$ cat src/logic/fft_pkg.sv
package fft_pkg;

    // ------------------------------
    // Transform size
    // ------------------------------
    localparam int FFT_N       = 16;                // Points per frame
    localparam int LOG_N       = $clog2(FFT_N);     // Address bits of one frame
    localparam int FFT_LATENCY = 21;                // Input strobe to output strobe

    // ------------------------------
    // Datapath widths
    // ------------------------------
    localparam int DATA_W  = 16;                    // Real or imaginary part
    localparam int TW_FRAC = 14;                    // Twiddle fraction bits

    typedef logic signed [DATA_W-1:0] sample_t;     // One part of a complex sample
    typedef logic signed [15:0]       twiddle_t;    // Coefficient in Q2.14
    typedef logic [LOG_N-1:0]         index_t;      // Position within a frame

    // ------------------------------
    // Helpers
    // ------------------------------

    // Output bins leave in this order
    function automatic index_t bit_reverse(input index_t idx);
        index_t rev;
        for (int i = 0; i < LOG_N; i++) begin
            rev[i] = idx[LOG_N-1-i];                // Mirror bit positions
        end
        return rev;
    endfunction

endpackage

$ cat src/logic/sdf_butterfly.sv
`timescale 1ns/10ps

module sdf_butterfly #(
    parameter int DEPTH = 8                                 // Feedback line, half a block
) (
    input  logic             clock,
    input  logic             rst_i,
    input  logic             di_en_i,                       // Input sample strobe
    input  logic             rot_i,                         // Multiply input by -j
    input  fft_pkg::sample_t di_re_i,
    input  fft_pkg::sample_t di_im_i,
    output logic             do_en_o,                       // Output sample strobe
    output fft_pkg::sample_t do_re_o,
    output fft_pkg::sample_t do_im_o
);

    localparam int CNT_W = $clog2(2 * DEPTH);               // Counts one block of 2*DEPTH

    logic [CNT_W-1:0]                cnt;                   // Input position in block
    logic                            second_half;           // Butterfly half
    logic [DEPTH:0]                  en_sr;                 // Strobe delay incl. output reg
    fft_pkg::sample_t                in_re;                 // Input after rotation
    fft_pkg::sample_t                in_im;
    fft_pkg::sample_t                line_re [DEPTH];       // Feedback delay line
    fft_pkg::sample_t                line_im [DEPTH];
    fft_pkg::sample_t                head_re;               // Oldest entry of the line
    fft_pkg::sample_t                head_im;
    logic signed [fft_pkg::DATA_W:0] sum_re;                // Full width butterfly results
    logic signed [fft_pkg::DATA_W:0] sum_im;
    logic signed [fft_pkg::DATA_W:0] dif_re;
    logic signed [fft_pkg::DATA_W:0] dif_im;
    fft_pkg::sample_t                bf_re;                 // Next output value
    fft_pkg::sample_t                bf_im;
    fft_pkg::sample_t                fb_re;                 // Next line entry
    fft_pkg::sample_t                fb_im;

    // ------------------------------
    // Block position
    // ------------------------------
    always_ff @(posedge clock) begin
        if (rst_i) begin
            cnt <= '0;
        end else if (di_en_i) begin
            cnt <= cnt + 1'b1;                              // Wraps at 2*DEPTH
        end else begin
            cnt <= '0;                                      // Idle, line drains
        end
    end

    assign second_half = cnt[CNT_W-1];

    // (a + jb) * -j = b - ja
    assign in_re = rot_i ? di_im_i : di_re_i;
    assign in_im = rot_i ? -di_re_i : di_im_i;

    // ------------------------------
    // Butterfly and feedback
    // ------------------------------
    assign head_re = line_re[DEPTH-1];
    assign head_im = line_im[DEPTH-1];
    assign sum_re  = head_re + in_re;                       // Earlier sample plus current
    assign sum_im  = head_im + in_im;
    assign dif_re  = head_re - in_re;                       // Earlier sample minus current
    assign dif_im  = head_im - in_im;

    // First half stores input and sends out old differences
    assign bf_re = second_half ? sum_re[fft_pkg::DATA_W:1] : head_re;
    assign bf_im = second_half ? sum_im[fft_pkg::DATA_W:1] : head_im;
    assign fb_re = second_half ? dif_re[fft_pkg::DATA_W:1] : in_re;
    assign fb_im = second_half ? dif_im[fft_pkg::DATA_W:1] : in_im;

    always_ff @(posedge clock) begin
        if (rst_i) begin
            for (int i = 0; i < DEPTH; i++) begin
                line_re[i] <= '0;
                line_im[i] <= '0;
            end
        end else begin
            line_re[0] <= fb_re;                            // Shifts every cycle
            line_im[0] <= fb_im;
            for (int i = 1; i < DEPTH; i++) begin
                line_re[i] <= line_re[i-1];
                line_im[i] <= line_im[i-1];
            end
        end
    end

    // ------------------------------
    // Output register
    // ------------------------------
    always_ff @(posedge clock) begin
        if (rst_i) begin
            en_sr   <= '0;
            do_re_o <= '0;
            do_im_o <= '0;
        end else begin
            en_sr   <= {en_sr[DEPTH-1:0], di_en_i};         // DEPTH plus 1 cycles
            do_re_o <= bf_re;
            do_im_o <= bf_im;
        end
    end

    assign do_en_o = en_sr[DEPTH];

endmodule

$ cat src/logic/twiddle_mult.sv
`timescale 1ns/10ps

module twiddle_mult (
    input  logic             clock,
    input  logic             rst_i,
    input  logic             di_en_i,                       // Input sample strobe
    input  fft_pkg::index_t  pos_i,                         // Sample position p in block
    input  fft_pkg::sample_t di_re_i,
    input  fft_pkg::sample_t di_im_i,
    output logic             do_en_o,                       // Output sample strobe
    output fft_pkg::sample_t do_re_o,
    output fft_pkg::sample_t do_im_o
);

    localparam int PROD_W = fft_pkg::DATA_W + $bits(fft_pkg::twiddle_t) + 1;
    localparam logic signed [PROD_W-1:0] ROUND = PROD_W'(2 ** (fft_pkg::TW_FRAC - 1));

    // ------------------------------
    // Twiddle table, k = 0 to 15
    // ------------------------------
    // cos(2*pi*k/16)
    localparam fft_pkg::twiddle_t COS_TAB [16] = '{
         16384,  15137,  11585,   6270,      0,  -6270, -11585, -15137,
        -16384, -15137, -11585,  -6270,      0,   6270,  11585,  15137
    };
    // -sin(2*pi*k/16)
    localparam fft_pkg::twiddle_t NSIN_TAB [16] = '{
             0,  -6270, -11585, -15137, -16384, -15137, -11585,  -6270,
             0,   6270,  11585,  15137,  16384,  15137,  11585,   6270
    };

    logic [1:0]               col;                          // p mod 4
    logic [1:0]               row;                          // Factor picked by p / 4
    fft_pkg::index_t          tw_exp;                       // Twiddle exponent, at most 9
    fft_pkg::twiddle_t        tw_re;
    fft_pkg::twiddle_t        tw_im;
    logic signed [PROD_W-1:0] prod_re;                      // Rounded full width product
    logic signed [PROD_W-1:0] prod_im;

    // ------------------------------
    // Exponent selection
    // ------------------------------
    assign col = pos_i[1:0];

    // Quarter order of the stage output is 0, 2, 1, 3
    always_comb begin
        case (pos_i[3:2])
            2'd0:    row = 2'd0;
            2'd1:    row = 2'd2;
            2'd2:    row = 2'd1;
            default: row = 2'd3;
        endcase
    end

    assign tw_exp = col * row;                              // 4 bit product
    assign tw_re  = COS_TAB[tw_exp];
    assign tw_im  = NSIN_TAB[tw_exp];

    // ------------------------------
    // Complex product
    // ------------------------------
    // (a + jb)(c + jd) = (ac - bd) + j(ad + bc)
    assign prod_re = di_re_i * tw_re - di_im_i * tw_im + ROUND;
    assign prod_im = di_re_i * tw_im + di_im_i * tw_re + ROUND;

    always_ff @(posedge clock) begin
        if (rst_i) begin
            do_en_o <= 1'b0;
            do_re_o <= '0;
            do_im_o <= '0;
        end else begin
            do_en_o <= di_en_i;                             // One cycle latency
            do_re_o <= prod_re[fft_pkg::TW_FRAC +: fft_pkg::DATA_W];  // Drop Q2.14 scale
            do_im_o <= prod_im[fft_pkg::TW_FRAC +: fft_pkg::DATA_W];
        end
    end

endmodule

$ cat src/logic/sdf_unit.sv
`timescale 1ns/10ps

module sdf_unit #(
    parameter int M = 16                                    // Twiddle resolution
) (
    input  logic             clock,
    input  logic             rst_i,
    input  logic             di_en_i,                       // Input sample strobe
    input  fft_pkg::sample_t di_re_i,
    input  fft_pkg::sample_t di_im_i,
    output logic             do_en_o,                       // Output sample strobe
    output fft_pkg::sample_t do_re_o,
    output fft_pkg::sample_t do_im_o
);

    localparam int CNT_W   = $clog2(M);                     // Position in M block
    localparam int TAP_ROT = M / 2 + 1;                     // First butterfly latency
    localparam int TAP_TW  = TAP_ROT + M / 4 + 1;           // Plus second butterfly
    localparam int SR_LEN  = (M > 4) ? TAP_TW : TAP_ROT;

    logic [CNT_W-1:0] cnt;                                  // Input position
    logic [CNT_W-1:0] cnt_sr [SR_LEN];                      // Position follows the data
    logic             rot;                                  // -j for second butterfly
    logic             bf1_en;
    fft_pkg::sample_t bf1_re;
    fft_pkg::sample_t bf1_im;
    logic             bf2_en;
    fft_pkg::sample_t bf2_re;
    fft_pkg::sample_t bf2_im;

    // ------------------------------
    // Position tracking
    // ------------------------------
    always_ff @(posedge clock) begin
        if (rst_i) begin
            cnt <= '0;
            for (int i = 0; i < SR_LEN; i++) begin
                cnt_sr[i] <= '0;
            end
        end else begin
            cnt       <= di_en_i ? cnt + 1'b1 : '0;         // Wraps at M, 0 when idle
            cnt_sr[0] <= cnt;
            for (int i = 1; i < SR_LEN; i++) begin
                cnt_sr[i] <= cnt_sr[i-1];
            end
        end
    end

    // Quarter 3 of each M block holds the k1 = 1, n2 = 1 terms
    assign rot = (cnt_sr[TAP_ROT-1][CNT_W-1 -: 2] == 2'b11);

    // ------------------------------
    // Butterfly pair
    // ------------------------------
    sdf_butterfly #(.DEPTH(M / 2)) bf1_inst (
        .clock   (clock),
        .rst_i   (rst_i),
        .di_en_i (di_en_i),
        .rot_i   (1'b0),                                    // No rotation in first half
        .di_re_i (di_re_i),
        .di_im_i (di_im_i),
        .do_en_o (bf1_en),
        .do_re_o (bf1_re),
        .do_im_o (bf1_im)
    );

    sdf_butterfly #(.DEPTH(M / 4)) bf2_inst (
        .clock   (clock),
        .rst_i   (rst_i),
        .di_en_i (bf1_en),
        .rot_i   (rot),
        .di_re_i (bf1_re),
        .di_im_i (bf1_im),
        .do_en_o (bf2_en),
        .do_re_o (bf2_re),
        .do_im_o (bf2_im)
    );

    generate
        if (M > 4) begin : g_twiddle
            twiddle_mult twiddle_mult_inst (
                .clock   (clock),
                .rst_i   (rst_i),
                .di_en_i (bf2_en),
                .pos_i   (fft_pkg::index_t'(cnt_sr[TAP_TW-1])),
                .di_re_i (bf2_re),
                .di_im_i (bf2_im),
                .do_en_o (do_en_o),
                .do_re_o (do_re_o),
                .do_im_o (do_im_o)
            );
        end else begin : g_trivial
            assign do_en_o = bf2_en;                        // Twiddles are all 1
            assign do_re_o = bf2_re;
            assign do_im_o = bf2_im;
        end
    endgenerate

endmodule

$ cat src/logic/fft16_top.sv
`timescale 1ns/10ps

module fft16_top #(
    parameter int M_FIRST = 16,                             // Unit with twiddle multiplier
    parameter int M_LAST  = 4                               // Unit with -j only
) (
    input  logic             clock,
    input  logic             rst_i,
    input  logic             di_en_i,                       // One sample per strobe
    input  fft_pkg::sample_t di_re_i,                       // Natural order
    input  fft_pkg::sample_t di_im_i,
    output logic             do_en_o,                       // One bin per strobe
    output fft_pkg::sample_t do_re_o,                       // Bit-reversed order
    output fft_pkg::sample_t do_im_o
);

    logic             su1_en;
    fft_pkg::sample_t su1_re;
    fft_pkg::sample_t su1_im;
    logic             su2_en;
    fft_pkg::sample_t su2_re;
    fft_pkg::sample_t su2_im;

    // ------------------------------
    // SDF chain
    // ------------------------------
    sdf_unit #(.M(M_FIRST)) first_unit_inst (
        .clock   (clock),
        .rst_i   (rst_i),
        .di_en_i (di_en_i),
        .di_re_i (di_re_i),
        .di_im_i (di_im_i),
        .do_en_o (su1_en),                                  // 15 cycles later
        .do_re_o (su1_re),
        .do_im_o (su1_im)
    );

    sdf_unit #(.M(M_LAST)) last_unit_inst (
        .clock   (clock),
        .rst_i   (rst_i),
        .di_en_i (su1_en),
        .di_re_i (su1_re),
        .di_im_i (su1_im),
        .do_en_o (su2_en),                                  // 5 more cycles
        .do_re_o (su2_re),
        .do_im_o (su2_im)
    );

    // Output register
    always_ff @(posedge clock) begin
        if (rst_i) begin
            do_en_o <= 1'b0;
            do_re_o <= '0;
            do_im_o <= '0;
        end else begin
            do_en_o <= su2_en;
            do_re_o <= su2_re;
            do_im_o <= su2_im;
        end
    end

endmodule

$ cat config.mk
export PLATFORM = sky130hd
export DESIGN_NAME = fft16_top
export DESIGN_NICKNAME = d
export VERILOG_FILES = /design/src/logic/fft_pkg.sv /design/src/logic/sdf_butterfly.sv /design/src/logic/twiddle_mult.sv /design/src/logic/sdf_unit.sv /design/src/logic/fft16_top.sv
export SDC_FILE = /design/constraint.sdc
export NUM_CORES = 2
export LEC_CHECK = 0
export BUFFER_PORTS_ARGS = -buffer_cell sky130_fd_sc_hd__buf_2
export CAP_MARGIN = 20
export CORE_AREA = 3 3 523 395
export DETAILED_ROUTE_END_ITERATION = 10
export DIE_AREA = 0 0 526 398
export PLACE_DENSITY_LB_ADDON = 0.08
export REMOVE_ABC_BUFFERS = 1
export SETUP_SLACK_MARGIN = 0.3
export SYNTH_ARGS = -nofsm -noshare
export SYNTH_HDL_FRONTEND = slang
export SYNTH_SLANG_ARGS = --single-unit
$ cat constraint.sdc
create_clock -name clock -period 10.52 [get_ports clock]
set_clock_uncertainty 0.15 [all_clocks]
set_input_delay 2.104 -clock clock [delete_from_list [all_inputs] [get_ports clock]]
set_output_delay 2.104 -clock clock [all_outputs]
set_load 0.01 [all_outputs]
Word level (Yosys, flattened, before mapping)
Memory sizes are Yosys's and may differ from the RTL's. Cells that the tools add are included.

Input port bits: 35. Register bits: 229. Memory bits (read-only): 512. RAM bits: 542. Memories: 12. Output and inout port bits: 33. Logic and storage cells: 208.

Memories: (no name shown) (depth 16, bits a word 16, rd ports 1, clocked after Yosys merged registers in 0, write ports 0, RTL line twiddle_mult.sv:57) `assign tw_im = NSIN_TAB[tw_exp];`; (no name shown) (depth 16, bits a word 16, rd ports 1, clocked after Yosys merged registers in 0, write ports 0, RTL line twiddle_mult.sv:56) `assign tw_re = COS_TAB[tw_exp];`; first_unit_inst.bf1_inst.line_im (depth 8, bits a word 16, rd ports 8, clocked after Yosys merged registers in 0, write ports 8, RTL line sdf_butterfly.sv:25) `fft_pkg::sample_t line_im [DEPTH];`; first_unit_inst.bf1_inst.line_re (depth 8, bits a word 16, rd ports 8, clocked after Yosys merged registers in 0, write ports 8, RTL line sdf_butterfly.sv:24) `fft_pkg::sample_t line_re [DEPTH];`; first_unit_inst.bf2_inst.line_im (depth 4, bits a word 16, rd ports 4, clocked after Yosys merged registers in 0, write ports 4, RTL line sdf_butterfly.sv:25); first_unit_inst.bf2_inst.line_re (depth 4, bits a word 16, rd ports 4, clocked after Yosys merged registers in 0, write ports 4, RTL line sdf_butterfly.sv:24); +6 memories.

Equal/unequal tests: 4. Add/sub/neg operators: 28. Multiply operators: 5. Multiplexer cells: 77. $lt $le $gt $ge: 1. Bitwise operators: 50. Reduce and logical (&&, ||, !) cells: 7.

Operators by type and width (count): 16-bit 2-to-1 mux (54); 16-bit by 16-bit adder with 17-bit output (8); 16-bit by 16-bit subtractor with 17-bit output (8); 16-bit by 16-bit multiplier with 30-bit output (4); 30-bit by 15-bit adder with 30-bit output (second input constant) (2); 4-bit 2-to-1 mux (14); 1-bit OR (45); 16-bit negator (2); 16-bit OR reduction (2); 30-bit adder (1); 30-bit subtractor (1); 4-bit by 1-bit adder with 4-bit output (second input constant) (2); 2-bit OR reduction (4); 2-bit == test (second input constant) (3); 2-bit 2-to-1 mux (3); 2-bit case mux with 3 select lines (1); 5-bit greater-or-equal comparator (second input constant) (1); 1-bit 2-to-1 mux (5); 4-bit NOT with 5-bit output (1); 2-bit by 1-bit adder with 2-bit output (second input constant) (2); 2-bit by 2-bit multiplier with 4-bit output (1); 1-bit NOT (4); 3-bit by 1-bit adder with 3-bit output (second input constant) (1); 2-bit by 1-bit == test with 1-bit output (second input constant) (1); other kinds (2) (2).

Longest topological paths before layout
An unclocked memory read counts as a cell.

Depth after elaboration: 11. Mapped depth: 38. Gate-level depth less buffers: 36.

Hierarchy
Synthesis repeated with hierarchy kept, for this count alone.

Cell total of the unflattened synthesis: 8021. Area, all modules: 74514.0 sq um.

Modules (own cells, without submodules): twiddle_mult (cells each 3914, times used 1, area each 37305.8 sq um, seq. area each 660.6 sq um); sdf_butterfly (first_unit_inst.bf1_inst) (cells each 1308, times used 1, area each 12614.6 sq um, seq. area each 6025.8 sq um); sdf_butterfly (first_unit_inst.bf2_inst) (cells each 954, times used 1, area each 8742.1 sq um, seq. area each 3363.2 sq um); sdf_butterfly (last_unit_inst.bf1_inst) (cells each 853, times used 1, area each 7024.2 sq um, seq. area each 2021.9 sq um); sdf_butterfly (last_unit_inst.bf2_inst) (cells each 768, times used 1, area each 6025.8 sq um, seq. area each 1341.3 sq um); sdf_unit (first_unit_inst) (cells each 135, times used 1, area each 1666.6 sq um, seq. area each 1201.2 sq um); fft16_top (cells each 69, times used 1, area each 889.6 sq um, seq. area each 660.6 sq um); sdf_unit (last_unit_inst) (cells each 20, times used 1, area each 245.2 sq um, seq. area each 160.2 sq um).

Worst setup path after synthesis
OpenSTA, ideal clock, no wires.

Path kind: reg2reg. From: memory first_unit_inst.cnt_sr[0][53] (netlist name). To: register first_unit_inst.g_twiddle.twiddle_mult_inst.do_im_o[14]. Period minus slack after synthesis: 9378 ps. Slack: 1142 ps. Setup time: 128 ps. Data arrival time: 9100 ps. Cell stages (with the launch flop): 37. Buffers on the path: 4. Data required time: 10242 ps. Path through: dfxtp_1 -> and2_1 -> ha_1 -> ha_1 -> clkbuf_1 -> buf_2 -> xor2_1 -> nand2_1 -> o21ai_1 -> clkbuf_1 -> clkbuf_1 -> nand2_1 -> fa_1 -> fa_1 -> inv_1 -> fa_1 -> inv_1 -> fa_1 -> inv_1 -> fa_1 -> fa_1 -> fa_1 -> inv_1 -> fa_1 -> inv_1 -> ha_1 -> a21o_1 -> a21o_1 -> a2111oi_2 -> nor3_2 -> a2111oi_4 -> o21ai_2 -> a211oi_2 -> nor3_2 -> o41ai_1 -> xor2_1 -> nor2_1.

RTL lines: from (decl) (RTL line sdf_unit.sv:22) `logic [CNT_W-1:0] cnt_sr [SR_LEN];`; to (signal assigned) (RTL line twiddle_mult.sv:74) `do_im_o <= prod_im[fft_pkg::TW_FRAC +: fft_pkg::DATA_W];`; to (decl) (RTL line twiddle_mult.sv:12) `output fft_pkg::sample_t do_im_o`.

==> impl_metrics.csv <==
group,metric,value,unit
outcome,status,"complete, no violations",
critical_path,cp.arrival,10.17,ns
sta,rsz0062_at_grt,"true",
clock_network,clockBufferDepth,3,
flow_run,cap_viol_max_count,0,
routing,drt-met1-wl,104400,microns
sta,worst_pin_slew,1.019,ns
sta,fmax,0.1023,GHz
layout,layout-drive-gt1-share,0.05647,
critical_path,worstReg2RegStart,"first_unit_inst.cnt_sr[0][55]",
routing,wl_met2,78770,microns
routing,wirelength,195300,microns
layout,final_nets,9141,
synthesis,ys_seq_elements,771,
placed_design,placed_cells,10084,
critical_path,slowest_delay,0.74,ns
routing,drc,0,
sta,slew_viol_final,0,
floorplan,die_x,526,microns
global_route,grt_antenna_before_repair,14,
layout,post-route-util,0.3806,
clock_network,cts-root-buf,"clkbuf_16",
routing,wl_met3,9918,microns
global_route,grt_remaining_overflow,0,
global_route,grt_max_degree,166,
sta,setup_viol,0,
power,peakVddDrop,0.1065,mV
floorplan,start_util,0.3493,
routing,wl_per_cell,19.08,microns
critical_path,cp_slowest_cell,"a21boi_2",
critical_path,rr_worst_depth,32,
global_route,first_global_vias,49767,
sta,slew-limit-headroom,0.3198,
placed_design,gp_congestion,0.8855,
power,power_density,77.96,nW/um^2
clock_network,cts.clk_slew.worst_paths,0.07,ns
synthesis,ys_async_sr_fraction,0,
critical_path,rrSetupSlack,0.74,ns
sta,setup_tns,0,ns
critical_path,crit_path_start_kind,"flip-flop",
sta,hold_ws,0.2748,ns
global_route,track_usage,0.1914,
synthesis,synth_edf_count,0,
layout,design_area,76880,sq um
placed_design,dp_hpwl,158900,microns
routing,vias,47334,
layout,num-fill-cells,20420,
critical_path,crit_type,"reg2reg",
floorplan,die_area,209300,sq um
synthesis,yosysTopAreaCellShare,0.3022,
routing,postRouteAntennaNets,0,
routing,first_pass_iters,5,
sta,post-route-period-util,0.9293,
synthesis,ys_seq_area_frac,0.2188,
global_route,grt_pass1_wl,309300,microns
power,leakage,35.24,nW
min_path,holdCritStartpoint,"first_unit_inst.cnt_sr[0][14]",
synthesis,yosysTopAreaCell,"fa_1",
critical_path,endpoint_kind,"flip-flop",
synthesis,synthCells,7556,
min_path,hold_path.class,"reg2reg",
sta,min_period,9.776,ns
routing,drt-initial-drc-count,3095,
clock_network,clock_latency,0.68,ns
floorplan,fp.coreArea,202000,sq um
synthesis,syn_avg_cell_area,9.337,sq um
clock_network,clock-sinks,771,
critical_path,cpMostUsedCell,"fa_1",
synthesis,yosys_warnings,0,
placed_design,placed_cell_area,74130,sq um
layout,seqCellArea,15460,sq um
floorplan,dieHeight,398,microns
routing,top_layer_used,"met4",
floorplan,row_count,143,
routing,vias_per_cell,4.626,
synthesis,ys_top_cells_by_area,"fa_1 30%, dfxtp_1 22%, ha_1 9.9%",
clock_network,ctsHoldBuffers,0,
synthesis,yosys.cell_types.count,77,
critical_path,critical_path.max_fanout,23,
placed_design,portBuffers,67,
clock_network,cts_tree,"yes",
sta,hold_viol,0,
synthesis,syn_area,70550,sq um
critical_path,crit_start,"first_unit_inst.cnt_sr[0][55]",
clock_network,cts_made_buffers,78,
layout,multi_input_area,48480,sq um
layout,syn_to_final_growth,8.968,%
floorplan,ios,68,
synthesis,synth_ff_type,"dfxtp_1",
clock_network,htree_levels,3,
layout,final_cells,10233,
critical_path,crit_required,10.92,ns
-- per-stage QoR --
step | setup WS [ns] | total power, mW
finish | 0.7439 | 5.993
global route | 0.3134 | 6.258
CTS | 0.4131 | 6.130
detailed placement | 0.3769 | 3.150
global placement | 0.5339 | 3.150
floorplan | 0.3702 | 3.071
-- synth_stat cells (19+ instances only) --
cell and number:
a21o_1 30, inv_1 1451, nand2_1 478, nand3_1 41, nor2b_1 516, nor3_1 97
a21oi_1 201, o21bai_1 45, xor2_1 67, clkbuf_1 333, nor2_1 511, a2111oi_0 25
ha_1 559, nand2b_1 33, mux2_2 19, fa_1 1065, dfxtp_1 771, or2_2 25
o21ai_0 128, a211oi_1 130, or3_1 39, mux2i_1 90, xnor2_1 269, and2_1 346
-- how the worst min path moves through the flow --
stage	end	slack (ns)	cells past startpoint
2_1_floorplan	first_unit_inst.bf2_inst.cnt[0]	0.25	1
3_3_place_gp	first_unit_inst.bf2_inst.cnt[0]	0.26	1
3_5_place_dp	first_unit_inst.bf2_inst.cnt[0]	0.27	1
4_1_cts	first_unit_inst.bf2_inst.cnt[0]	0.28	1
5_1_grt	first_unit_inst.bf2_inst.cnt[0]	0.29	1
6_report	first_unit_inst.cnt_sr[0][18]	0.27	1
-- per-layer routing --
layer	vias up	track usage
li1	22997	-
met4	0	0.02423
met3	118	0.03148
met1	23433	0.3038
met2	786	0.2754
met5	-	0
-- worst max-delay path: cells and delay by family, from the launching register on --
family	cells	cell delay [ns]
adder cells (fa/ha/maj)	11	4.78
AO/OA/AOI/OAI	7	2.04
buffers and inverters	9	1.44
AND/OR/NAND/NOR	4	0.77
flip-flops	1	0.33
XOR/XNOR	1	0.14
-- cell families (layout without fill, tap and decap cells) --
group	count (synthesis)	after routing	synth area share
simple gates	2167	2167	0.1557
fa+ha+maj	1629	1629	0.4020
buf+inv	1802	1790	0.09591
other cells	0	7	0
flops	771	771	0.2188
xor+xnor	336	336	0.04171
compound gates	740	740	0.06950
mux	111	111	0.01644
-- flip-flops by register name (all words and copies together), names as in the netlist, 32 cells and up --
register,count
first_unit_inst.bf1_inst.line_im,128
first_unit_inst.bf1_inst.line_re,128
first_unit_inst.bf2_inst.line_im,64
first_unit_inst.bf2_inst.line_re,64
first_unit_inst.cnt_sr,56
last_unit_inst.bf1_inst.line_im,32
last_unit_inst.bf1_inst.line_re,32
-- area by class of cell --
cell class,count,area share
antenna,7,0.0002278
clock buffer,107,0.02903
clock inverter,35,0.006005
inverter,1453,0.07094
multi-input combinational,4983,0.6306
sequential,771,0.2011
tap,2682,0.04365
timing repair buffer,195,0.01854
-- power by group --
group,internal (mW),total (mW),switching [mW]
Clock,1.66,2.91,1.26
Sequential,2.94,2.94,0.00514
Combinational,0.0428,0.137,0.0940
Total,4.64,5.99,1.35
-- cell usage in the layout (no fill, tap or decap), types with 45 or more instances in the layout --
cell type and instances:
a211oi_1 130, a21oi_1 199, and2_1 346, buf_2 66
buf_4 117, clkbuf_16 79, dfxtp_1 761, fa_1 1065
ha_1 558, inv_1 1451, mux2i_1 88, nand2_1 478
nor2_1 507, nor2b_1 516, nor3_1 97, o21ai_0 125
o21bai_1 45, xnor2_1 269, xor2_1 67
-- timing repair --
action	in CTS	in global routing
resized for setup	0	10
setup buffers	0	0
endpoints found under the setup margin	0	11
Power figures use the tool's default switching activity.
